File: src/source/mt32_pkg.sv
// MT32-pi package
// Synth modes, audio sample types and info message codes

package mt32_pkg;

	// Mode byte reported by the MT32-pi
	typedef enum logic [7:0] {
		mode_munt  = 8'hA1,
		mode_fluid = 8'hA2
	} mt32_mode_e;

	typedef logic signed [15:0] sample_t;
	// Unsigned beeper level from the core
	typedef logic [8:0]         beep_level_t;
	typedef logic [7:0]         info_code_t;

	// Info message indices
	// SoundFont messages start at 1, one per SoundFont 0 to 7
	localparam info_code_t INFO_SF_BASE  = 8'd1;
	localparam info_code_t INFO_MT32_V1  = 8'd9;
	localparam info_code_t INFO_MT32_V2  = 8'd10;
	localparam info_code_t INFO_CM32L    = 8'd11;
	localparam info_code_t INFO_UNKNOWN  = 8'd12;

endpackage

File: src/source/mt32_if.sv
// MT32-pi status interface
// Mode, ROM and SoundFont selection plus the synth sample stream

`timescale 1ns/1ps

interface mt32_if import mt32_pkg::*; ();

	mt32_mode_e mode;
	logic [7:0] rom;
	logic [7:0] sf;
	logic       newmode;
	logic       available;
	// High when the user turned the MT32-pi off in the menu
	logic       disabled;
	sample_t    sample;

	modport sink (
		input mode,
		input rom,
		input sf,
		input newmode,
		input available,
		input disabled,
		input sample
	);

endinterface

File: src/source/mt32_info_encoder.sv
// MT32-pi info encoder
// Maps the synth mode to an info message and requests it on a mode change

`timescale 1ns/1ps

module mt32_info_encoder import mt32_pkg::*; (
	input  logic       clk_sys,
	input  logic       reset,
	mt32_if.sink       mt,
	input  logic [1:0] info_sel,
	output info_code_t info,
	output logic       info_req
);

	logic       newmode_prev;
	info_code_t code;

	always_comb begin
		case (mt.mode)
			mode_fluid: code = INFO_SF_BASE + info_code_t'(mt.sf[2:0]);
			mode_munt: begin
				case (mt.rom)
					8'd0:    code = INFO_MT32_V1;
					8'd1:    code = INFO_MT32_V2;
					8'd2:    code = INFO_CM32L;
					default: code = INFO_UNKNOWN;
				endcase
			end
			default: code = INFO_UNKNOWN;
		endcase
	end

	always_ff @(posedge clk_sys) begin
		newmode_prev <= mt.newmode;
		info         <= code;
	end

	// Info setting 1 means show a message on each mode change
	always_ff @(posedge clk_sys or posedge reset) begin
		if (reset) begin
			info_req <= 1'b0;
		end else begin
			info_req <= (newmode_prev != mt.newmode) && (info_sel == 2'd1);
		end
	end

endmodule

File: src/flat_wrapper.sv
// flat-port wrapper written by rule: the top's interface ports become plain ports
module mt32_info_encoder_flat import mt32_pkg::*;
  (clk_sys, reset, info_sel, info, info_req, mt_mode, mt_rom, mt_sf, mt_newmode, mt_available, mt_disabled, mt_sample);
  mt32_if mt_i ();
  input  logic clk_sys;
  input  logic reset;
  input  logic [1:0] info_sel;
  output info_code_t info;
  output logic info_req;
  input wire logic [$bits(mt_i.mode)-1:0] mt_mode;
  input wire logic [$bits(mt_i.rom)-1:0] mt_rom;
  input wire logic [$bits(mt_i.sf)-1:0] mt_sf;
  input wire logic [$bits(mt_i.newmode)-1:0] mt_newmode;
  input wire logic [$bits(mt_i.available)-1:0] mt_available;
  input wire logic [$bits(mt_i.disabled)-1:0] mt_disabled;
  input wire logic [$bits(mt_i.sample)-1:0] mt_sample;
  assign mt_i.mode = mt_mode;
  assign mt_i.rom = mt_rom;
  assign mt_i.sf = mt_sf;
  assign mt_i.newmode = mt_newmode;
  assign mt_i.available = mt_available;
  assign mt_i.disabled = mt_disabled;
  assign mt_i.sample = mt_sample;
  mt32_info_encoder u_core (.clk_sys(clk_sys), .reset(reset), .mt(mt_i), .info_sel(info_sel), .info(info), .info_req(info_req));
endmodule
File: config.mk
export PLATFORM = sky130hd
export DESIGN_NAME = mt32_info_encoder_flat
export DESIGN_NICKNAME = d
export VERILOG_FILES = /design/src/source/mt32_pkg.sv /design/src/source/mt32_if.sv /design/src/source/mt32_info_encoder.sv /design/src/flat_wrapper.sv
export SDC_FILE = /design/constraint.sdc
export NUM_CORES = 1
export LEC_CHECK = 0
export ABC_AREA = 1
export BUFFER_PORTS_ARGS = -buffer_cell sky130_fd_sc_hd__buf_2
export CAP_MARGIN = 20
export CORE_AREA = 4 4 41 43
export CTS_BUF_LIST = sky130_fd_sc_hd__clkbuf_2
export DETAILED_ROUTE_END_ITERATION = 12
export DIE_AREA = 0 0 45 47
export GPL_ROUTABILITY_DRIVEN = 0
export HOLD_SLACK_MARGIN = 0.03
export PLACE_DENSITY = 0.89
export SLEW_MARGIN = 20
export SYNTH_ARGS = -nofsm -noshare
export SYNTH_HDL_FRONTEND = slang
export SYNTH_SLANG_ARGS = --single-unit
export TNS_END_PERCENT = 30
File: constraint.sdc
create_clock -name clk_sys -period 0.95 [get_ports clk_sys]
set_input_delay 0.0475 -clock clk_sys [delete_from_list [all_inputs] [get_ports clk_sys]]
set_output_delay 0.0475 -clock clk_sys [all_outputs]
set_load 0.005 [all_outputs]
==> results.py <==
metrics = {
    "synth": {
        "synth_edf_count": 0,
        "synth_top_family_by_area": "simple AND/OR/NAND/NOR gates",
        "yosys-top-cells-area": "dfxtp_1 (25%), nand3_1 (10%), inv_1 (9.3%), nand2_1 (9.3%), buf_4 (7.5%)",
        "netlist-cell-type-count": 18,
        "syn_area_um2": 402,
        "yosys_most_used_dff": "dfxtp_1",
        "yosys.area.top_type_share": 0.249,
        "synth_top_cell_by_area": "dfxtp_1",
        "synth_warnings": 0,
        "synthAdderAreaFrac": 0.0312,
        "ys_ff_latch": 6,
        "synthXorXnorAreaFrac": 0.0436,
        "synth_seq_area_share": 0.312,
        "synthArstFlopShare": 0.167,
        "synth_compound_area_frac": 0.0343,
        "synth.avg_cell_area_um2": 6.92,
        "synthSimpleGateAreaFrac": 0.383,
        "synth_commonest_cells": "inv_1 (10), nand2_1 (10), nand3_1 (8)",
        "synth_mux_area_frac": 0,
        "netlist_instances": 58,
    },
    "detailed_routing": {
        "ant_nets": 0,
        "drt_iter0_drc": 0,
        "drt-pass1-iter-count": 1,
        "vias": 436,
        "vias_per_cell": 4.00,
        "drc_errors": 0,
        "wl_per_cell_um": 8.56,
        "wirelength_um": 933,
    },
    "setup_path": {
        "r2r_start": "u_core.newmode_prev$_DFF_P_",
        "reg2regPathDepth": 2,
        "criticalPathCategory": "primary input to flop",
        "crit_path_end_kind": "flop",
        "startpoint_type": "primary input",
        "r2r_slack_ps": 230,
        "startpoint": "info_sel[1]",
        "worstPathArrival_ps": 990,
        "cp_max_fo": 1,
        "r2r_end": "u_core.info_req$_DFF_PP0_",
        "crit_required_ps": 1080,
    },
    "min_path": {
        "min-delay-start": "mt_sf[2]",
        "hold_end": "u_core.info[3]$_DFF_P_",
        "whs_path_depth": 3,
        "min_path_type": "primary input to flop",
    },
    "power": {
        "p_clk_frac": 0.357,
        "powerDensity_nw_per_um2": 976,
        "p_total_uw": 597,
        "vdd_ir_drop_max_mv": 0.529,
        "power.leakage_uw": 0.000355,
        "combPwrFrac": 0.209,
        "seq_power_share": 0.434,
        "p_int_uw": 436,
        "switchingPower_uw": 161,
        "sw_frac_of_total": 0.270,
    },
    "grt": {
        "grt_overflow": 0,
        "grt_pass1_wl_um": 1230,
        "gr-usage-met1": 0.0683,
        "grt_max_degree": 5,
        "grt_antenna_before_repair": 0,
        "grtUsageTotal": 0.0806,
        "grt_pass1_vias": 360,
        "top_usage_layer": "met2",
        "use_met3": 0.0498,
        "gr-usage-met2": 0.158,
    },
    "floorplanning": {
        "rows": 13,
        "die_w_um": 45,
        "ios": 56,
        "coreArea_um2": 1300,
        "start_util": 0.309,
        "die_h_um": 47,
        "die_area_um2": 2120,
    },
    "final_layout": {
        "area_delta_synth_final_pct": 52.3,
        "final_nets": 143,
        "finalInstanceArea_um2": 612,
        "antenna_cells": 0,
        "fillers": 138,
        "drive_gt1_frac": 0.436,
    },
    "cts": {
        "cts_setup_buffers": 0,
        "cts_tree": "built",
        "cts-root-buf": "clkbuf_2",
        "clkTransAtPathRegs_ps": 80,
        "numCtsBuffers": 3,
        "cts.sinks": 6,
        "insertion_delay_ps": 230,
        "cts_resized": 0,
        "h-tree-depth": 1,
        "clockBufferDepth": 2,
    },
    "sta": {
        "rsz0062_at_grt": "false",
        "min_period_over_period": 0.913,
        "fin_crit_ps": 868,
        "maxSlewViolCount": 0,
        "fin_setup_tns_ps": 0,
        "setup_viol": 0,
        "hold_violations": 0,
        "fmax_mhz": 1150,
        "fin_skew_ps": 18.8,
    },
    "placement": {
        "placed_cell_area_um2": 542,
        "dpl.hpwl_um": 801,
        "port_buffers": 28,
    },
    "flow_run": {
        "drv_cap": 0,
    },
    "outcome": {
        "status": "finished clean",
    },
}
[what timing repair did]
item,CTS,global route
hold endpoints to repair,4,0
endpoints found under the setup margin,0,0
hold buffers,5,0
[metal layers]
| layer | share of wire | wire, µm | vias up |
|---|---|---|---|
| li1 | - | - | 240 |
| met1 | 0.33 | 310 | 171 |
| met2 | 0.50 | 466 | 25 |
| met3 | 0.17 | 156 | 0 |
| met4 | 0 | 0 | 0 |
| met5 | 0 | 0 | - |
[stage by stage]
stage	setup WS (ps)	std cells	hold WS (ps)	util
2_1_floorplan	326	61	-224	-
5_1_grt	2.04	109	117	0.470
6_report	82.4	109	96.3	0.470
4_1_cts	47.4	109	87.3	0.470
3_5_place_dp	162	100	-111	0.416
3_3_place_gp	179	100	-120	0.416
[cell usage in the layout, fill, tap and decap left out, drive strengths merged]
cell type	n
buf	28
inv	12
nand2	11
nand3	9
nor2	9
dlygate4sd3	5
dfxtp	5
conb	4
clkbuf	4
xor2	2
o21ai	1
a21oi	1
nor4	1
ha	1
dfrtp	1
[logic make-up (layout without fill, tap and decap cells)]
logic type | count (synthesis) | count (layout)
AND/OR/NAND/NOR | 30 | 30
AO/OA/AOI/OAI | 2 | 2
buffers and inverters | 16 | 49
adder cells (fa/ha/maj) | 1 | 1
other | 1 | 4
XOR/XNOR | 2 | 2
flip-flops | 6 | 6
[area by class of cell]
class | instances | area (µm²) | area share
clock buffers | 4 | 20.0 | 0.0327
inverters | 12 | 45.0 | 0.0736
flip-flops and latches | 6 | 125 | 0.204
multi-input cells | 39 | 213 | 0.348
well taps | 15 | 18.8 | 0.0307
repair buffers | 33 | 190 | 0.311
[worst max-delay path: stages]
cell	delay, ps
dlygate4sd3_1	530
buf_2	120
nor4_1	300
[sequential cells by signal, summed over array words and instances (netlist names)]
signal               count
u_core.info_req          1
u_core.newmode_prev      1
u_core.info              4
[power by group through the flow]
stage / Combinational (µW) / Clock (µW) / Sequential [µW]
floorplan: 58.2 / 0 / 264
detailed placement: 111 / 0 / 264
global route: 139 / 234 / 260
global placement: 104 / 0 / 264
CTS: 126 / 224 / 259
finish: 125 / 213 / 259
[how the worst max path moves through the flow]
stage / cells after the start / to
2_1_floorplan: 2 / u_core.info_req$_DFF_PP0_
6_report: 3 / u_core.info_req$_DFF_PP0_
4_1_cts: 5 / u_core.info_req$_DFF_PP0_
3_3_place_gp: 5 / u_core.info[2]$_DFF_P_
5_1_grt: 5 / u_core.info_req$_DFF_PP0_
3_5_place_dp: 5 / u_core.info[2]$_DFF_P_
Power figures use the tool's default switching activity.
