==> config.mk <==
export PLATFORM = sky130hd
export DESIGN_NAME = reset_control_flat
export DESIGN_NICKNAME = d
export VERILOG_FILES = /design/src/source/shell_pkg.sv /design/src/source/ioctl_if.sv /design/src/source/reset_control.sv /design/src/flat_wrapper.sv
export SDC_FILE = /design/constraint.sdc
export NUM_CORES = 1
export LEC_CHECK = 0
export ABC_CLOCK_PERIOD_IN_PS = 1850
export BUFFER_PORTS_ARGS = -buffer_cell sky130_fd_sc_hd__buf_2
export CORE_AREA = 2 2 39 41
export DETAILED_ROUTE_END_ITERATION = 6
export DIE_AREA = 0 0 41 43
export PLACE_DENSITY = 0.66
export SLEW_MARGIN = 20
export SYNTH_ARGS = -nofsm -noshare
export SYNTH_HDL_FRONTEND = slang
export SYNTH_SLANG_ARGS = --single-unit
==> constraint.sdc <==
create_clock -name clk_sys -period 1.85 [get_ports clk_sys]
set_clock_uncertainty 0.2 [all_clocks]
set_input_delay 0.37 -clock clk_sys [delete_from_list [all_inputs] [get_ports clk_sys]]
set_output_delay 0.37 -clock clk_sys [all_outputs]
set_load 0.02 [all_outputs]
==> src/source/shell_pkg.sv <==
// Shell package
// Host download indices, address and data types shared by the download,
// reset and status blocks of the TRS-80 shell

package shell_pkg;

	// ========================================================================
	// Widths
	// ========================================================================

	// Host download byte address and CPU address space
	localparam int IOCTL_AW = 16;
	// Main RAM adds one bit on top for the cassette image half
	localparam int RAM_AW   = IOCTL_AW + 1;
	localparam int BYTE_W   = 8;

	// ========================================================================
	// Types
	// ========================================================================

	// Download target selected by the host menu entry
	typedef enum logic [7:0] {
		idx_rom      = 8'h00,
		idx_cassette = 8'h01,
		idx_cmd      = 8'h02,
		idx_snapshot = 8'h03,
		idx_omikron  = 8'h40
	} ioctl_index_e;

	typedef logic [IOCTL_AW-1:0] ioctl_addr_t;
	typedef logic [RAM_AW-1:0]   ram_addr_t;
	typedef logic [BYTE_W-1:0]   byte_t;

	// Program entry point reported by the core
	typedef logic [IOCTL_AW-1:0] exec_addr_t;

endpackage

==> src/source/ioctl_if.sv <==
// Host download interface
// One byte per cycle in which wr is high during a download, never refused

`timescale 1ns/1ps

interface ioctl_if import shell_pkg::*; ();

	logic         download;
	logic         wr;
	ioctl_addr_t  addr;
	byte_t        data;
	ioctl_index_e index;

	modport sink (
		input download,
		input wr,
		input addr,
		input data,
		input index
	);

endinterface

==> src/source/reset_control.sv <==
// Reset control
// Combines the reset sources and stretches a mapper reset pulse
// whenever the Omikron CP/M switch changes

`timescale 1ns/1ps

module reset_control import shell_pkg::*; #(
	parameter int OMKR_PULSE_CYCLES = 15
) (
	input  logic  clk_sys,
	input  logic  reset,
	ioctl_if.sink dl,
	input  logic  osd_reset,
	input  logic  user_button,
	input  logic  omikron_sel,
	output logic  sys_reset,
	output logic  mapper_reset
);

	localparam int CNT_W = $clog2(OMKR_PULSE_CYCLES + 1);

	logic             omikron_prev;
	logic             toggle;
	logic [CNT_W-1:0] pulse_cnt;
	logic             rom_download;

	// Tracks the switch through reset so that release gives no false toggle
	always_ff @(posedge clk_sys) begin
		omikron_prev <= omikron_sel;
	end

	assign toggle = omikron_sel != omikron_prev;

	always_ff @(posedge clk_sys or posedge reset) begin
		if (reset) begin
			pulse_cnt <= '0;
		end else if (toggle) begin
			pulse_cnt <= CNT_W'(OMKR_PULSE_CYCLES);
		end else if (pulse_cnt != '0) begin
			pulse_cnt <= pulse_cnt - 1'b1;
		end
	end

	assign rom_download = dl.download && (dl.index == idx_rom);

	// Mapper reset holds the core while a new ROM streams in
	assign mapper_reset = reset || rom_download || (pulse_cnt != '0);
	assign sys_reset    = mapper_reset || osd_reset || user_button;

	a_omkr_stretch: assert property (
		@(posedge clk_sys) disable iff (reset)
		toggle |=> mapper_reset [*OMKR_PULSE_CYCLES]
	) else $error("Omikron mapper reset shorter than expected");

endmodule

==> src/flat_wrapper.sv <==
// flat-port wrapper written by rule: the top's interface ports become plain ports
module reset_control_flat import shell_pkg::*;
#(
	parameter int OMKR_PULSE_CYCLES = 15
)
  (clk_sys, reset, osd_reset, user_button, omikron_sel, sys_reset, mapper_reset, dl_download, dl_wr, dl_addr, dl_data, dl_index);
  ioctl_if dl_i ();
  input  logic clk_sys;
  input  logic reset;
  input  logic osd_reset;
  input  logic user_button;
  input  logic omikron_sel;
  output logic sys_reset;
  output logic mapper_reset;
  input wire logic [$bits(dl_i.download)-1:0] dl_download;
  input wire logic [$bits(dl_i.wr)-1:0] dl_wr;
  input wire logic [$bits(dl_i.addr)-1:0] dl_addr;
  input wire logic [$bits(dl_i.data)-1:0] dl_data;
  input wire logic [$bits(dl_i.index)-1:0] dl_index;
  assign dl_i.download = dl_download;
  assign dl_i.wr = dl_wr;
  assign dl_i.addr = dl_addr;
  assign dl_i.data = dl_data;
  assign dl_i.index = dl_index;
  reset_control #(.OMKR_PULSE_CYCLES(OMKR_PULSE_CYCLES)) u_core (.clk_sys(clk_sys), .reset(reset), .dl(dl_i), .osd_reset(osd_reset), .user_button(user_button), .omikron_sel(omikron_sel), .sys_reset(sys_reset), .mapper_reset(mapper_reset));
endmodule
==> impl_metrics.py <==
metrics = {
    "logic_synthesis": {
        "synth-seq-area-share": 0.416,
        "yosys.area.top_type_share": 0.346,
        "netlist_instances": 28,
        "synth-seq-cells": 5,
        "yosys.area.top_type": "dfrtp_1",
        "synth_cell_types": 16,
        "synth_area_leaders": "dfrtp_1, xnor2_1, ha_1",
        "synthesis.area_um2": 289,
        "synth_area_per_cell_um2": 10.3,
        "synth_nets": 69,
        "ys_warn_count": 0,
    },
    "timing": {
        "fmax_ghz": 0.535,
        "rsz0062_at_grt": "true",
        "fin_ws_ps": -17.9,
        "worstMarginPinSlew_ps": 369,
        "timing.final.setup_violations": 2,
        "layout_min_cycle_time_ps": 1870,
        "fin_crit_sh": 1.01,
        "report.final.hold_viol_count": 0,
        "finalMaxSlewViolations": 0,
        "slew_headroom": 0.752,
    },
    "critical_path": {
        "rrSetupSlack_ps": 270,
        "endpoint_kind": "primary output",
        "critical_path_required_ps": 1280,
        "r2r_start": "u_core.pulse_cnt[1]",
        "criticalPathCategory": "reg -> out",
        "arrival_ps": 1300,
        "crit_start": "u_core.pulse_cnt[1]",
        "rr_worst_depth": 6,
        "worstSetupStartpointType": "register",
        "path_max_fanout": 3,
        "r2r-end": "u_core.pulse_cnt[1]",
    },
    "floorplanning": {
        "fp.dieW_um": 41,
        "die_area_mm2": 0.00176,
        "coreArea_mm2": 0.00138,
        "start_util": 0.209,
        "row_count": 14,
        "pin_count": 41,
        "die_h_um": 43,
    },
    "global_routing": {
        "grt_pass1_wl_um": 1100,
        "met1_usage": 0.104,
        "busiest_layer": "met2",
        "met2_usage": 0.131,
        "met3_usage": 0.0209,
        "antenna_found_initial": 0,
        "grt_pass1_vias": 291,
        "overflow": 0,
        "grt_max_degree": 5,
        "track_usage": 0.0978,
    },
    "flow_run": {
        "maxCapViolations": 0,
    },
    "clock_network": {
        "insertion_delay_ps": 240,
        "htreeDepth": 1,
        "clk_pin_slew_worst_paths_ps": 40,
        "cts_tree": "yes",
        "numCtsBuffers": 3,
        "cts.path.max_buffers": 2,
        "cts-root-buf": "clkbuf_4",
        "cts_sinks": 5,
    },
    "pwr": {
        "powerDensity_mw_per_mm2": 750,
        "ir_drop_v": 0.000307,
        "p_leak_nw": 0.225,
        "power.total_uw": 352,
    },
    "final_layout": {
        "drive_gt1_frac": 0.538,
        "area_delta_synth_final_pct": 62.3,
        "design_area_um2": 469,
        "fin_util": 0.339,
        "diodes": 0,
        "fin_nets": 94,
    },
    "placed_design": {
        "placed_cell_area_um2": 392,
        "dp_hpwl_um": 488,
        "gp_congestion": 0.703,
        "numPortBuffers": 15,
        "pre_cts_ws_ps": 126,
    },
    "drt": {
        "dr.pass1.iters": 2,
        "ant_nets": 0,
        "vias": 279,
        "drc": 0,
        "drt-total-wl_um": 656,
        "vias_per_cell": 4.10,
        "drt-wirelength-per-cell_um": 9.65,
        "drtIter0Drc": 4,
    },
    "min_path": {
        "hp-start": "omikron_sel",
        "hold_class": "in -> reg",
        "hold_depth": 1,
        "worstHoldEndpoint": "u_core.omikron_prev",
    },
    "status": {
        "violations": "setup timing",
        "run_status": "finished with violations",
    },
}
synthesized netlist by cell type:
cell	n
nand3_1	2
nand2_1	2
mux2i_1	1
dfrtp_1	4
inv_1	3
o21ai_0	1
mux2_4	1
dfxtp_1	1
nor3_1	3
nor4_1	1
xnor2_1	3
nand2_2	1
nor3b_4	1
nor2_1	1
nand4b_1	1
ha_1	2
metrics by stage:
stage / hold slack, ps / instances / TNS [ps]
6_report: 57.1 / 68 / -35.2
5_1_grt: 51.3 / 68 / -130
4_1_cts: 51.0 / 67 / -47.2
3_5_place_dp: 86.0 / 60 / 0
3_3_place_gp: 85.3 / 60 / 0
2_1_floorplan: -55.9 / 28 / 0
cells by family (layout without fill, tap and decap cells):
| logic type | after synthesis | count (layout) | share of synthesized area |
|---|---|---|---|
| flip-flops | 5 | 5 | 0.416 |
| XOR/XNOR | 3 | 3 | 0.0909 |
| adder cells (fa/ha/maj) | 2 | 2 | 0.0866 |
| multiplexers | 2 | 2 | 0.0866 |
| AND/OR/NAND/NOR | 12 | 12 | 0.264 |
| buffers and inverters | 3 | 27 | 0.0390 |
| AO/OA/AOI/OAI | 1 | 1 | 0.0173 |
layout make-up:
class / instances / area [um^2]
well taps: 16 / 20.0
flip-flops and latches: 5 / 120
multi-input cells: 20 / 170
fillers: 147 / 915
clock buffers: 4 / 26.3
inverters: 3 / 11.3
repair buffers: 20 / 121
critical path: stages, from the launching register on:
cell,delay (ps)
dfrtp_1,390
inv_2,90
ha_4,130
nor3b_4,200
nand3_1,110
buf_6,150
cell usage in the layout, fill, tap and decap left out:
cell type      instances
xnor2_1                3
buf_4                  4
inv_2                  2
o21ai_0                1
nor3b_4                1
dfxtp_1                1
nor2_1                 1
ha_4                   1
buf_2                 14
nand3_1                2
dlygate4sd3_1          1
nor3_1                 3
nand2_1                2
mux2i_1                1
inv_1                  1
clkbuf_4               3
mux2_4                 1
dfrtp_1                4
nor4_1                 1
nand2_2                1
nand4b_1               1
ha_1                   1
buf_6                  1
clkbuf_1               1
layer usage:
metal,part of all wire,vias to the layer above
li1,-,144
met1,0.44,125
met4,0.047,0
met2,0.48,6
met3,0.027,4
met5,0,-
how the worst max path moves through the flow:
stage / end / slack (ps) / cells after the start
after floorplan: mapper_reset / 160 / 4
after global placement: mapper_reset / 150 / 5
after detailed placement: mapper_reset / 130 / 5
after CTS: mapper_reset / -30 / 5
after global routing: mapper_reset / -70 / 5
final: mapper_reset / -20 / 5
sequential cells by signal (all words and copies together), names as in the netlist:
| signal | flops |
|---|---|
| u_core.pulse_cnt | 4 |
| u_core.omikron_prev | 1 |
power breakdown:
| group | switching [mW] | total, mW | internal (mW) |
|---|---|---|---|
| combinational | 0.0368 | 0.0935 | 0.0567 |
| sequential | 0.0107 | 0.132 | 0.121 |
| clock | 0.0447 | 0.126 | 0.0815 |
| total | 0.0922 | 0.352 | 0.260 |
repair_timing:
| item | CTS | global route |
|---|---|---|
| setup buffers | 2 | 1 |
| endpoints found under the hold margin | 4 | 0 |
| gates resized for setup | 6 | 0 |
| gates cloned | 0 | 0 |
| hold buffers | 1 | 0 |
| pin swaps | 1 | 2 |
| setup endpoints to repair | 2 | 2 |
(Power assumes the default switching activity.)
