### src/source/mt32_pkg.sv
// MT32-pi package
// Synth modes, audio sample types and info message codes

package mt32_pkg;

	// Mode byte reported by the MT32-pi
	typedef enum logic [7:0] {
		mode_munt  = 8'hA1,
		mode_fluid = 8'hA2
	} mt32_mode_e;

	typedef logic signed [15:0] sample_t;
	// Unsigned beeper level from the core
	typedef logic [8:0]         beep_level_t;
	typedef logic [7:0]         info_code_t;

	// Info message indices
	// SoundFont messages start at 1, one per SoundFont 0 to 7
	localparam info_code_t INFO_SF_BASE  = 8'd1;
	localparam info_code_t INFO_MT32_V1  = 8'd9;
	localparam info_code_t INFO_MT32_V2  = 8'd10;
	localparam info_code_t INFO_CM32L    = 8'd11;
	localparam info_code_t INFO_UNKNOWN  = 8'd12;

endpackage

### src/source/mt32_if.sv
// MT32-pi status interface
// Mode, ROM and SoundFont selection plus the synth sample stream

`timescale 1ns/1ps

interface mt32_if import mt32_pkg::*; ();

	mt32_mode_e mode;
	logic [7:0] rom;
	logic [7:0] sf;
	logic       newmode;
	logic       available;
	// High when the user turned the MT32-pi off in the menu
	logic       disabled;
	sample_t    sample;

	modport sink (
		input mode,
		input rom,
		input sf,
		input newmode,
		input available,
		input disabled,
		input sample
	);

endinterface

### src/source/audio_mixer.sv
// Audio mixer
// Adds the core beeper level to the MT32-pi sample and saturates
// the result to the signed 16-bit range, two pipeline stages

`timescale 1ns/1ps

module audio_mixer import mt32_pkg::*; (
	input  logic        clk_sys,
	input  logic        reset,
	mt32_if.sink        mt,
	input  beep_level_t beep_level,
	output sample_t     audio_out
);

	logic               mute;
	logic signed [17:0] beep_ext;
	logic signed [17:0] synth_ext;
	// One bit of headroom, a full beeper plus a loud sample exceeds 17 bits
	logic signed [17:0] sum;

	assign mute      = mt.available && mt.disabled;
	assign beep_ext  = {2'b00, beep_level, 7'b0000000};
	assign synth_ext = mute ? '0 : 18'(mt.sample);

	// Stage one adds
	always_ff @(posedge clk_sys or posedge reset) begin
		if (reset) begin
			sum <= '0;
		end else begin
			sum <= beep_ext + synth_ext;
		end
	end

	// Stage two clamps when the top bits disagree
	always_ff @(posedge clk_sys or posedge reset) begin
		if (reset) begin
			audio_out <= '0;
		end else if (sum[17:15] == 3'b000 || sum[17:15] == 3'b111) begin
			audio_out <= sum[15:0];
		end else begin
			audio_out <= sum[17] ? 16'sh8000 : 16'sh7fff;
		end
	end

	a_out_known: assert property (
		@(posedge clk_sys) disable iff (reset)
		!$isunknown(audio_out)
	) else $error("Audio output unknown");

endmodule

### src/flat_wrapper.sv
// flat-port wrapper written by rule: the top's interface ports become plain ports
module audio_mixer_flat import mt32_pkg::*;
  (clk_sys, reset, beep_level, audio_out, mt_mode, mt_rom, mt_sf, mt_newmode, mt_available, mt_disabled, mt_sample);
  mt32_if mt_i ();
  input  logic clk_sys;
  input  logic reset;
  input  beep_level_t beep_level;
  output sample_t audio_out;
  input wire logic [$bits(mt_i.mode)-1:0] mt_mode;
  input wire logic [$bits(mt_i.rom)-1:0] mt_rom;
  input wire logic [$bits(mt_i.sf)-1:0] mt_sf;
  input wire logic [$bits(mt_i.newmode)-1:0] mt_newmode;
  input wire logic [$bits(mt_i.available)-1:0] mt_available;
  input wire logic [$bits(mt_i.disabled)-1:0] mt_disabled;
  input wire logic [$bits(mt_i.sample)-1:0] mt_sample;
  assign mt_i.mode = mt_mode;
  assign mt_i.rom = mt_rom;
  assign mt_i.sf = mt_sf;
  assign mt_i.newmode = mt_newmode;
  assign mt_i.available = mt_available;
  assign mt_i.disabled = mt_disabled;
  assign mt_i.sample = mt_sample;
  audio_mixer u_core (.clk_sys(clk_sys), .reset(reset), .mt(mt_i), .beep_level(beep_level), .audio_out(audio_out));
endmodule
### config.mk
export PLATFORM = sky130hd
export DESIGN_NAME = audio_mixer_flat
export DESIGN_NICKNAME = d
export VERILOG_FILES = /design/src/source/mt32_pkg.sv /design/src/source/mt32_if.sv /design/src/source/audio_mixer.sv /design/src/flat_wrapper.sv
export SDC_FILE = /design/constraint.sdc
export NUM_CORES = 1
export LEC_CHECK = 0
export BUFFER_PORTS_ARGS = -buffer_cell sky130_fd_sc_hd__clkbuf_2
export CAP_MARGIN = 10
export CORE_ASPECT_RATIO = 0.8
export CORE_UTILIZATION = 51
export DETAILED_ROUTE_END_ITERATION = 6
export GPL_ROUTABILITY_DRIVEN = 0
export GPL_TIMING_DRIVEN = 0
export PLACE_DENSITY = 0.9
export SLEW_MARGIN = 20
export SYNTH_ARGS = -nofsm -noshare
export SYNTH_HDL_FRONTEND = slang
export SYNTH_SLANG_ARGS = --single-unit
### constraint.sdc
create_clock -name clk_sys -period 2.25 [get_ports clk_sys]
set_input_delay 0.225 -clock clk_sys [delete_from_list [all_inputs] [get_ports clk_sys]]
set_output_delay 0.225 -clock clk_sys [all_outputs]
set_load 0.02 [all_outputs]
==> results.env <==
H-TREE-DEPTH=2
ROWS=18
FINAL.SETUP_SKEW_NS=0.005239
SYNTHARSTFLOPSHARE_PCT=100.0
DPL_WORST_SLACK_NS=-0.2839
TRITONCTS='built'
SYN_AREA_PER_CELL_UM2=9.081
DIE_AREA_MM2=0.003621
SYNTH_XOR_XNOR_AREA_SHARE_PCT=4.569
SYNTH_TOP_AREA_SHARE_PCT=49.31
CLOCK_LATENCY_NS=0.28
FP.DIEH_UM=54.03
SYNTH_LARGEST_AREA_CELL='sky130_fd_sc_hd__dfrtp_1'
FINALHOLDVIOLCOUNT=0
WL_PER_CELL_UM=10.57
NETS=305
SYN_INST=190
POST-ROUTE-DRC-COUNT=0
CRITICAL_PATH.STARTPOINT_TYPE='primary input'
CTS_ROOT_BUFFER='sky130_fd_sc_hd__clkbuf_8'
DRT_PRE_ANTENNA_ITERS=4
HOLD-WORST-SLACK_NS=0.01928
TIMING.CRITICAL_PATH.CELLS='clkbuf_2 > nand2_2 > and2_1 > ha_1 > and3_1 > a2111oi_4 > o31ai_1 > a21oi_1 > xnor2_1'
SYNTH-ADDER-AREA-SHARE_PCT=8.412
POST_CTS_BUFFERS=0
FLOORPLAN.INITIALDENSITY_PCT=54.72
ROUTE.FINAL.WIRE_LENGTH_MM=2.969
MAX_FREQ_GHz=0.5144
SHARE_OF_THE_CLOCK_PERIOD_USED_BY_THE_WORST_PATH_PCT=86.40
REGTOREGSTARTPOINT='u_core.sum[15]'
WORSTSETUPPATHTYPE='primary input to flip-flop'
PORTBUFFERS=44
SYNTH_WARNINGS=0
LKG_PWR_uW=0.001053
CTS.SINKS=34
NUM_ANTENNA_CELLS=0
NETLIST_TOP_CELLS_AREA='sky130_fd_sc_hd__dfrtp_1, sky130_fd_sc_hd__nor2_1, sky130_fd_sc_hd__ha_1, sky130_fd_sc_hd__a21oi_1, sky130_fd_sc_hd__and2_1'
MAX_BUFFERS_ROOT_TO_SINK=2
CORE_AREA_MM2=0.003153
DETAIL_ROUTE.ITER0.VIOLATIONS=98
WORST_PATH_MAX_DELAY_CELL='sky130_fd_sc_hd__a2111oi_4'
GRT_USE_TOTAL_PCT=19.31
SYNTH_TOP_CELLS_BY_COUNT='sky130_fd_sc_hd__nor2_1, sky130_fd_sc_hd__dfrtp_1, sky130_fd_sc_hd__nand2_1'
DRT-VIAS-PER-INSTANCE=4.961
LAYOUT_SETUP_WS_NS=0.3061
BOUNDARYPINS=70
IRDROPWORSTVDD_uV=397.3
SYNTHDISTINCTLIBCELLS=26
SYN_NETS=255
TIMING.FINAL.MAX_SLEW_VIOLATIONS=0
SYNTH_TOP_FAMILY_BY_AREA='simple AND/OR/NAND/NOR gates'
FINALSETUPVIOLCOUNT=0
POWER_DENSITY_mW_PER_MM2=868.6
CTS_HOLD_REPAIR.BUFFERS=0
FIRST_PASS_GRT_WIRE_LENGTH_MM=5.168
FLOORPLAN.DIE.WIDTH_UM=67.03
MIN-DELAY-PATH-CLASS='primary input to asynchronous set/reset pin'
CRIT_PATH_MAX_INCR_DELAY_NS=0.43
SYNTH_SEQUENTIAL_AREA_RATIO_PCT=49.31
GRT_OVERFLOW_TOTAL=0
CAP_VIOLATIONS=0
WORST_EP_ARRIVAL_TIME_NS=2.15
WORST-ENDPOINT-REQUIRED_NS=2.46
DETAIL-ROUTE-ANTENNA-NETS=0
FIRST_GLOBAL_VIAS=1219
YOSYS_REGISTER_BITS=34
TOTAL_POWER_uW=1812
SYNTH.AREA.MUX_SHARE_PCT=0
POST_DP_CELL_AREA_MM2=0.001996
SYNTH_COMPOUND_GATE_AREA_SHARE_PCT=10.73
TIMING_WORST_SLEW_PIN_VALUE_NS=0.6580
RUN_STATUS='complete, no violations'
CTS_INSERTED_BUFFERS=5
DPL.HPWL_MM=2.292
CTS.CLK_SLEW.WORST_PATHS_NS=0.07
LAYOUT_MIN_CYCLE_TIME_NS=1.944
RELSLEWSLACK_PCT=56.07
ENDPOINT_KIND='flip-flop'
DR_TOTAL_VIAS=1394
SYNTH_ENABLE_FLOP_CELLS=0
SYNTH-SIMPLE-AREA-SHARE_PCT=23.06
SYNTH-MAIN-FF-CELL='sky130_fd_sc_hd__dfrtp_1'
DRIVE_GT1_SHARE_PCT=23.24
RSZ0062_AT_GRT='false'
SETUP.WORST_PATH.START='mt_available'
SYN-CELL-AREA_MM2=0.001725
GRT_ANTENNA_BEFORE_REPAIR=0
FIN_AREA_MM2=0.002086
SYNTH.MOST_COMMON_CELL='sky130_fd_sc_hd__nor2_1'
PLACED_CELLS_INCL_TAPS=274
CRITICAL_PATH_PEAK_FANOUT=16
SYN_TO_FINAL_GROWTH_PCT=20.88
MAXIMUM_NUMBER_OF_PINS_ON_ONE_NET_BEFORE_GLOBAL_ROUTE_REPAIR=35
FINAL_CELLS=281
==> worst paths after layout <==
path	slack (ns)	cells after the start	to
hold / removal	0.02	2	u_core.sum[3]
min in group clk_sys	0.15	2	u_core.sum[3]
hold reg to reg	0.54	2	u_core.audio_out[13]
setup / recovery	0.31	9	u_core.sum[16]
setup reg to reg	1.02	5	u_core.audio_out[5]
max in group asynchronous	1.80	2	u_core.audio_out[13]
==> state kept, by name, indices dropped and copies added (netlist names) <==
| signal | cells |
|---|---|
| u_core.audio_out | 16 |
| u_core.sum | 18 |
==> worst max-delay path: cells and delay by family <==
| kind | cells | cell delay, ns |
|---|---|---|
| AOI/OAI and AO/OA | 3 | 0.77 |
| buffers and inverters | 1 | 0.08 |
| and+or+nand+nor | 3 | 0.60 |
| xor gates and xnor gates | 1 | 0.13 |
| adders and majority gates | 1 | 0.35 |
==> what timing repair did <==
action	in CTS	in global routing
endpoints found under the hold margin	0	0
gates resized for setup	0	1
endpoints found under the setup margin	1	2
==> power breakdown <==
part | total [µW] | switching [µW] | leakage, µW | internal, µW
Combinational | 578 | 361 | 0.000599 | 217
Sequential | 789 | 51.8 | 0.000405 | 737
Clock | 445 | 199 | 0.0000482 | 246
Total | 1810 | 611 | 0.00105 | 1200
==> cell type report <==
type / instances / area [µm²]
timing repair buffer: 44 / 220.2
sequential: 34 / 850.8
tap: 40 / 50.05
fill: 262 / 1067
buffer: 8 / 30.03
clock inverter: 1 / 5.005
clock buffer: 7 / 86.33
multi-input combinational: 138 / 809.5
inverter: 9 / 33.78
==> layer usage <==
metal,vias up,wire (µm),part of all wire (%),global-route usage (%)
met3,2,181,6.1,5.297
li1,708,-,-,-
met2,53,1411,48,32.67
met5,-,0,0,0
met4,0,24,0.81,6.383
met1,631,1351,46,23.96
==> stage by stage <==
step	utilization [%]	TNS (ns)
global route	66.15	0
finish	66.15	0
detailed placement	63.29	-1.103
CTS	66.07	0
floorplan	-	0
global placement	63.29	-0.7057
==> logic make-up after synthesis <==
kind of cell / count (synthesis)
AOI/OAI and AO/OA: 29
xor gates and xnor gates: 9
buffers and inverters: 18
DFF: 34
and+or+nand+nor: 89
adders and majority gates: 11
==> layout by cell type (no fill, tap or decap), types with 2 or more instances in the layout <==
cell type	Yosys	layout
sky130_fd_sc_hd__xnor2_1	9	9
sky130_fd_sc_hd__clkbuf_2	0	44
sky130_fd_sc_hd__a21oi_1	20	20
sky130_fd_sc_hd__clkbuf_8	0	6
sky130_fd_sc_hd__ha_1	10	10
sky130_fd_sc_hd__a21o_1	2	2
sky130_fd_sc_hd__buf_1	2	2
sky130_fd_sc_hd__nor2b_1	2	2
sky130_fd_sc_hd__and2_1	14	14
sky130_fd_sc_hd__nor2_1	46	46
sky130_fd_sc_hd__clkbuf_1	7	7
sky130_fd_sc_hd__inv_1	9	8
sky130_fd_sc_hd__dfrtp_1	34	34
sky130_fd_sc_hd__nand2_1	21	20
(Power assumes the default switching activity.)
