### src/source/shell_pkg.sv
// Shell package
// Host download indices, address and data types shared by the download,
// reset and status blocks of the TRS-80 shell

package shell_pkg;

	// ========================================================================
	// Widths
	// ========================================================================

	// Host download byte address and CPU address space
	localparam int IOCTL_AW = 16;
	// Main RAM adds one bit on top for the cassette image half
	localparam int RAM_AW   = IOCTL_AW + 1;
	localparam int BYTE_W   = 8;

	// ========================================================================
	// Types
	// ========================================================================

	// Download target selected by the host menu entry
	typedef enum logic [7:0] {
		idx_rom      = 8'h00,
		idx_cassette = 8'h01,
		idx_cmd      = 8'h02,
		idx_snapshot = 8'h03,
		idx_omikron  = 8'h40
	} ioctl_index_e;

	typedef logic [IOCTL_AW-1:0] ioctl_addr_t;
	typedef logic [RAM_AW-1:0]   ram_addr_t;
	typedef logic [BYTE_W-1:0]   byte_t;

	// Program entry point reported by the core
	typedef logic [IOCTL_AW-1:0] exec_addr_t;

endpackage

### src/source/osd_status_tracker.sv
// OSD status tracker
// Selects which debug line the status overlay shows

`timescale 1ns/1ps

module osd_status_tracker import shell_pkg::*; (
	input  logic       clk_sys,
	input  logic       reset,
	input  logic       debug_view,
	input  exec_addr_t execute_addr,
	output logic       debug_line
);

	logic       view_prev;
	exec_addr_t addr_prev;
	logic       view_fall;
	logic       addr_change;

	// Follows the address through reset so release is quiet
	always_ff @(posedge clk_sys) begin
		addr_prev <= execute_addr;
	end

	always_ff @(posedge clk_sys or posedge reset) begin
		if (reset) begin
			view_prev <= 1'b0;
		end else begin
			view_prev <= debug_view;
		end
	end

	assign view_fall   = view_prev && !debug_view;
	assign addr_change = execute_addr != addr_prev;

	// A new execute address always brings its line into view
	always_ff @(posedge clk_sys or posedge reset) begin
		if (reset) begin
			debug_line <= 1'b0;
		end else if (addr_change) begin
			debug_line <= 1'b1;
		end else if (view_fall) begin
			debug_line <= !debug_line;
		end
	end

endmodule

### config.mk
export PLATFORM = sky130hd
export DESIGN_NAME = osd_status_tracker
export DESIGN_NICKNAME = d
export VERILOG_FILES = /design/src/source/shell_pkg.sv /design/src/source/osd_status_tracker.sv
export SDC_FILE = /design/constraint.sdc
export NUM_CORES = 1
export LEC_CHECK = 0
export ABC_AREA = 1
export ABC_CLOCK_PERIOD_IN_PS = 950
export BUFFER_PORTS_ARGS = -buffer_cell sky130_fd_sc_hd__buf_4
export CORE_UTILIZATION = 46
export CTS_BUF_LIST = sky130_fd_sc_hd__clkbuf_8
export DETAILED_ROUTE_END_ITERATION = 12
export GPL_TIMING_DRIVEN = 0
export PLACE_DENSITY = 0.73
export SLEW_MARGIN = 20
export SYNTH_ARGS = -nofsm -noshare
export SYNTH_HDL_FRONTEND = slang
export SYNTH_SLANG_ARGS = --single-unit
### constraint.sdc
create_clock -name clk_sys -period 0.95 [get_ports clk_sys]
set_clock_uncertainty 0.05 [all_clocks]
set_input_delay 0.095 -clock clk_sys [delete_from_list [all_inputs] [get_ports clk_sys]]
set_output_delay 0.095 -clock clk_sys [all_outputs]
set_load 0.1 [all_outputs]
==> summary.md, run 1 <==
| Metric | Value |
|---|---|
| Status | finished, violations left |
| Failing checks | setup timing |
| Synthesized area | 684.4 um^2 |
| Pwr/cell area | 1502 nW/um^2 |
| Commonest non-fill, non-tap cell in the layout | nand2_1 |
| R2R Path Start | debug_line$_DFFE_PP0P_ |
| Critical path arrival | 0.94 ns |
| Wire length per cell | 9.591 um |
| CP Launch Type | flip-flop |
| Max incr delay on CP | 0.51 ns |
| Diode count | 0 |
| Seq/Total Area, Yosys | 54.11% |
| CP Cell Sequence | buf_12 |
| CP startpoint | debug_line$_DFFE_PP0P_ |
| Hold Fails Final Rpt | 0 |
| Clock latency on the worst-skew pair | 0.25 ns |
| IO buf count | 19 |
| Initial antenna violation count | 0 |
| Fillers | 97 |
| CP max FO | 3 |
| Setup TNS | -0.2035 ns |
| Worst vdd ir | 1.135 mV |
| Number of global-route vias before repair | 548 |
| Mapped Nets | 112 |
| Full die area | 1646 um^2 |
| I/O pin cnt | 20 |
| CP endpoint kind | output port |
| Grt total ovfl | 0 |
| Drt pass-1 iters | 2 |
| Gate Count Post-Synth | 93 |
| Via-to-Cell Ratio | 4.315 |
| Rel. slew slack | 89.08% |
| Complex-gate fraction of the synthesized area | 0% |
| Worst-case clock buffer depth | 2 |
| Met3 WL | 52 um |
| CTS root buffer | clkbuf_8 |
| Post-synthesis xor/xnor area fraction | 7.678% |
| RSZ-0062 raised after global routing | yes |
| Nets | 154 |
| Top delay family on crit path | flip-flops |
| Largest family of logic cells by synthesized area | simple AND/OR/NAND/NOR gates |
| Final WL | 1429 um |
| Worst Hold Launch | execute_addr[2] |
| H-Tree Level Count | 1 |
| Avg Cell Area, Syn | 7.359 um^2 |
| Setup-failing EPs final | 2 |
| FP Rows | 13 |
| Largest net degree at the start of global routing | 11 |
| Commonest non-fill, non-tap cells in the layout | nand2_1 (33), inv_1 (19), dlygate4sd3_1 (18), buf_4 (18), dfxtp_1 (15) |
| Clock transition at path regs | 0.07 ns |
| Syn-to-layout area delta | 61.61% |
| HPWL Detailed | 877.6 um |
| Mux cell area share after synthesis | 0% |
| Area after DPL | 854.6 um^2 |
| Yosys reg bits | 18 |
| Initial Utilization | 50.70% |
| Post-route cell area | 1106 um^2 |
| Critical Path RT | 0.81 ns |
| Max-cap violations | 0 |
| Uppermost layer routed | met4 |
| Die Y | 40.57 um |
| CTS tree | built |
| Iteration-0 DRC Markers | 4 |
| Synth Area in Simple Gates | 27.24% |
| TritonCTS Buffers | 3 |
| CTS sink cnt | 18 |
| Overall routing resource usage | 20.21% |
| Core Area | 1350 um^2 |
| Hold Path Class | input pin to flip-flop |
| Die width | 40.57 um |
| First-pass GRT wire length | 1980 um |
| Post-route ant nets | 0 |
| Adder-Cell Fraction of Synth Area | 0% |
| RD Place Congestion | 0.6344 |
| Fin crit period | 1.085 ns |
| Metal2 WL | 792 um |
| Tcrit/Tclk final | 114.2% |
| WS Path Type | flip-flop to output port |
| Slew Limit Fails | 0 |
| Routed vias | 643 |
| Post-layout worst setup margin | -0.1349 ns |
| Layout cells sized above 1 | 20.90% |
| Wl on met1 | 545 um |
| WP buf/inv | 1 |
| Hold slack | 0.1116 ns |
| Slew @ Worst Pin | 0.1626 ns |
| Synth cell types | 7 |
| Synthesis Warnings | 0 |
| Drt drc | 0 |
| Critical path's slowest cell | dfrtp_4 |
| Leak Pwr | 0.5992 nW |
| Maximum clock frequency | 0.9217 GHz |
[worst paths after layout]
kind,to,slack [ns],cells past startpoint
worst max-delay path,debug_line,-0.13,1
max in group asynchronous,debug_line$_DFFE_PP0P_,0.52,3
worst min-delay path,debug_line$_DFFE_PP0P_,0.11,5
worst max register to register,debug_line$_DFFE_PP0P_,-0.07,6
min in group asynchronous,debug_line$_DFFE_PP0P_,0.20,3
worst min register to register,debug_line$_DFFE_PP0P_,0.53,4
[state kept, by name, indices dropped and copies added (netlist names)]
signal,cells
view_prev,1
debug_line,1
addr_prev,16
[per-layer routing]
metal  GRT usage (%)  vias up
met4           15.00        0
met5               0        -
met2           40.48       12
met1           15.86      285
met3           5.000        4
li1                -      342
[final cells by class]
cell class | instances | area, um^2 | area share [%]
Tap cell | 15 | 18.77 | 1.697
Multi-Input combinational cell | 55 | 246.5 | 22.29
Inverter | 20 | 75.07 | 6.787
Timing Repair Buffer | 37 | 335.3 | 30.32
Sequential cell | 18 | 375.4 | 33.94
Clock buffer | 4 | 55.05 | 4.977
[kinds of logic (layout without fill, tap and decap cells)]
logic type | Yosys count | count (layout)
simple gates | 49 | 49
flops | 18 | 18
buf+inv | 20 | 61
xor+xnor | 6 | 6
[per-stage QoR]
step	std cells	setup WS [ns]	util, %	total power, mW
detailed placement	127	-0.04124	63.30	0.9994
CTS	149	-0.1351	81.65	1.672
global route	149	-0.1564	81.93	1.728
finish	149	-0.1349	81.93	1.661
global placement	127	-0.02066	63.30	0.9889
floorplan	93	-0.1598	-	0.9129
[synthesized netlist by cell type]
cell type | instances | share of area [%]
xnor2_1 | 6 | 7.7
dfrtp_1 | 2 | 7.3
dfxtp_1 | 16 | 47
nand2_1 | 33 | 18
nand3_1 | 2 | 1.5
inv_1 | 20 | 11
nor2_1 | 14 | 7.7
[worst min-delay path, stage by stage]
cell and delay [ns]:
buf_4 0.09, xnor2_1 0.05, nand2_1 0.05, nor2_1 0.04, nand3_1 0.06
[power breakdown]
group	switching [mW]	internal [mW]	total (mW)
sequential	0.0187	0.795	0.814
clock	0.248	0.368	0.616
combinational	0.0867	0.144	0.231
[timing repair]
item	4_1_cts	5_1_grt
gates resized for setup	3	2
hold endpoints to repair	19	0
setup endpoints to repair	2	2
setup buffers	0	0
hold buffers	18	0
(Power assumes the default switching activity.)
==> run 2, diff against run 1 <==
Settings changed: CORE_ASPECT_RATIO set to 0.9, MAX_ROUTING_LAYER set to met4.
==> run 2 against run 1 <==
  * The run still ends with setup timing left
  * Clock-buffer cell count unchanged
  * Routed wire length increased by 8.7%
  * Cell area decreased by 0.34%
  * Via count increased by 0.31%
  * Critical path depth unchanged
  * Critical endpoint unchanged
==> summary.md, run 2 (synthesis gave the netlist of run 1 again) <==
| Metric | Value |
|---|---|
| Pwr/cell area | 1501 nW/um^2 |
| Critical path's slowest cell | dfrtp_4 |
| Util after Layout | 84.39% |
| Final WL | 1553 um |
| Clock latency on the worst-skew pair | 0.25 ns |
| Overall routing resource usage | 23.76% |
| Initial antenna violation count | 0 |
| RD Place Congestion | 0.6754 |
| Clock share of power | 36.7% |
| Switch Pwr | 0.3480 mW |
| DP Cell Count | 126 |
| Core Area | 1306 um^2 |
| IO buf count | 19 |
| Post-layout worst setup margin | -0.1280 ns |
| TritonCTS Buffers | 3 |
| Tcrit/Tclk final | 113.5% |
| WS Path Type | flip-flop to output port |
| Diode count | 0 |
| CP endpoint kind | output port |
| Routed vias | 645 |
| CP Cell Sequence | buf_12 |
| WP buf/inv | 1 |
| Hold Fails Final Rpt | 0 |
| Status | finished, violations left |
| Failing checks | setup timing |
| Drt pass-1 iters | 4 |
| Die width | 42.66 um |
| Top reg by flops | addr_prev |
| Max reg flops | 16 |
| Regs by FF count | addr_prev: 16 flops, debug_line: 1 flops, view_prev: 1 flops |
| Maximum clock frequency | 0.9276 GHz |
| Max incr delay on CP | 0.50 ns |
| CTS tree | built |
| Full die area | 1646 um^2 |
| Rel. slew slack | 89.52% |
| CTS sink cnt | 18 |
| Clock transition at path regs | 0.07 ns |
| Non-Filler Instances | 148 |
| RSZ-0062 raised after global routing | yes |
| CP max FO | 3 |
| CTS root buffer | clkbuf_8 |
| HPWL Detailed | 860.2 um |
| Reg power frac | 49.3% |
| Die Y | 38.60 um |
| Fin crit period | 1.078 ns |
| Switch share | 21.04% |
| Iteration-0 DRC Markers | 4 |
| Critical Path RT | 0.81 ns |
| Worst vdd ir | 1.489 mV |
| Commonest non-fill, non-tap cell in the layout | nand2_1 |
| Post-route ant nets | 0 |
| Number of global-route vias before repair | 658 |
| Critical path arrival | 0.93 ns |
| Max-cap violations | 0 |
| Postcts setup bufs | 0 |
| Commonest non-fill, non-tap cells in the layout | nand2_1 (33), inv_1 (19), dlygate4sd3_1 (18), buf_4 (18), dfxtp_1 (15) |
| CP Launch Type | flip-flop |
| H-Tree Level Count | 1 |
| I/O pin cnt | 20 |
| Hold slack | 0.1087 ns |
| Slew @ Worst Pin | 0.1561 ns |
| Via-to-Cell Ratio | 4.358 |
| Leak Pwr | 0.5992 nW |
| P_int | 1.306 mW |
| Worst-case clock buffer depth | 2 |
| Initial Utilization | 52.39% |
| FP Rows | 12 |
| Grt total ovfl | 0 |
| Nets | 154 |
| Drt drc | 0 |
| Slew Limit Fails | 0 |
| Comb pwr share | 14.0% |
| Syn-to-layout area delta | 61.06% |
| Largest net degree at the start of global routing | 11 |
| Wire length per cell | 10.49 um |
| Layout cells sized above 1 | 20.15% |
| Hold Path Class | input pin to flip-flop |
| Setup-failing EPs final | 2 |
| First-pass GRT wire length | 2587 um |
| Setup TNS | -0.2216 ns |
| Top delay family on crit path | flip-flops |
[run 2: path summary, 6_finish.rpt]
kind                                             start  slack [ns]                endpoint  depth (start not counted)
max in group asynchronous                        reset        0.50  debug_line$_DFFE_PP0P_                          3
min in group asynchronous                        reset        0.22  debug_line$_DFFE_PP0P_                          3
worst max-delay path            debug_line$_DFFE_PP0P_       -0.13              debug_line                          1
worst min register to register    addr_prev[9]$_DFF_P_        0.51  debug_line$_DFFE_PP0P_                          4
worst max register to register  debug_line$_DFFE_PP0P_       -0.09  debug_line$_DFFE_PP0P_                          6
worst min-delay path                   execute_addr[9]        0.11  debug_line$_DFFE_PP0P_                          5
[run 2: metrics by stage]
stage / area (um^2) / total power, mW / setup WS (ns)
floorplan: 693.2 / 0.9129 / -0.1598
global placement: 853.3 / 0.9885 / -0.03113
detailed placement: 853.3 / 0.9979 / -0.05453
CTS: 1101 / 1.655 / -0.1316
global route: 1102 / 1.729 / -0.1732
finish: 1102 / 1.654 / -0.1280
[run 2: power groups by stage]
stage	sequential, mW	clock (mW)	combinational (mW)
final	0.815	0.607	0.232
after global routing	0.817	0.652	0.260
after CTS	0.813	0.617	0.225
after detailed placement	0.830	0	0.168
after global placement	0.827	0	0.161
after floorplan	0.826	0	0.0867
[run 2: layout make-up]
class	count	area [um^2]
timing repair buffer	37	335.3
clock buffer	4	55.05
fill	71	203.9
multi-input combinational	55	244.0
tap	14	17.52
inverter	20	75.07
sequential	18	375.4
[run 2: routing by layer]
layer / vias to the layer above / GRT usage, % / routed length, um
met5: - / - / 0
met2: 15 / 49.62 / 879
met3: 2 / 7.009 / 54
met1: 285 / 19.65 / 602
met4: 0 / 9.375 / 18
li1: 343 / - / -
[run 2: timing repair]
item / in CTS / in global routing
gates cloned: 0 / 0
endpoints found under the hold margin: 19 / 0
hold buffers: 18 / 0
gates resized for setup: 3 / 1
setup endpoints to repair: 2 / 2
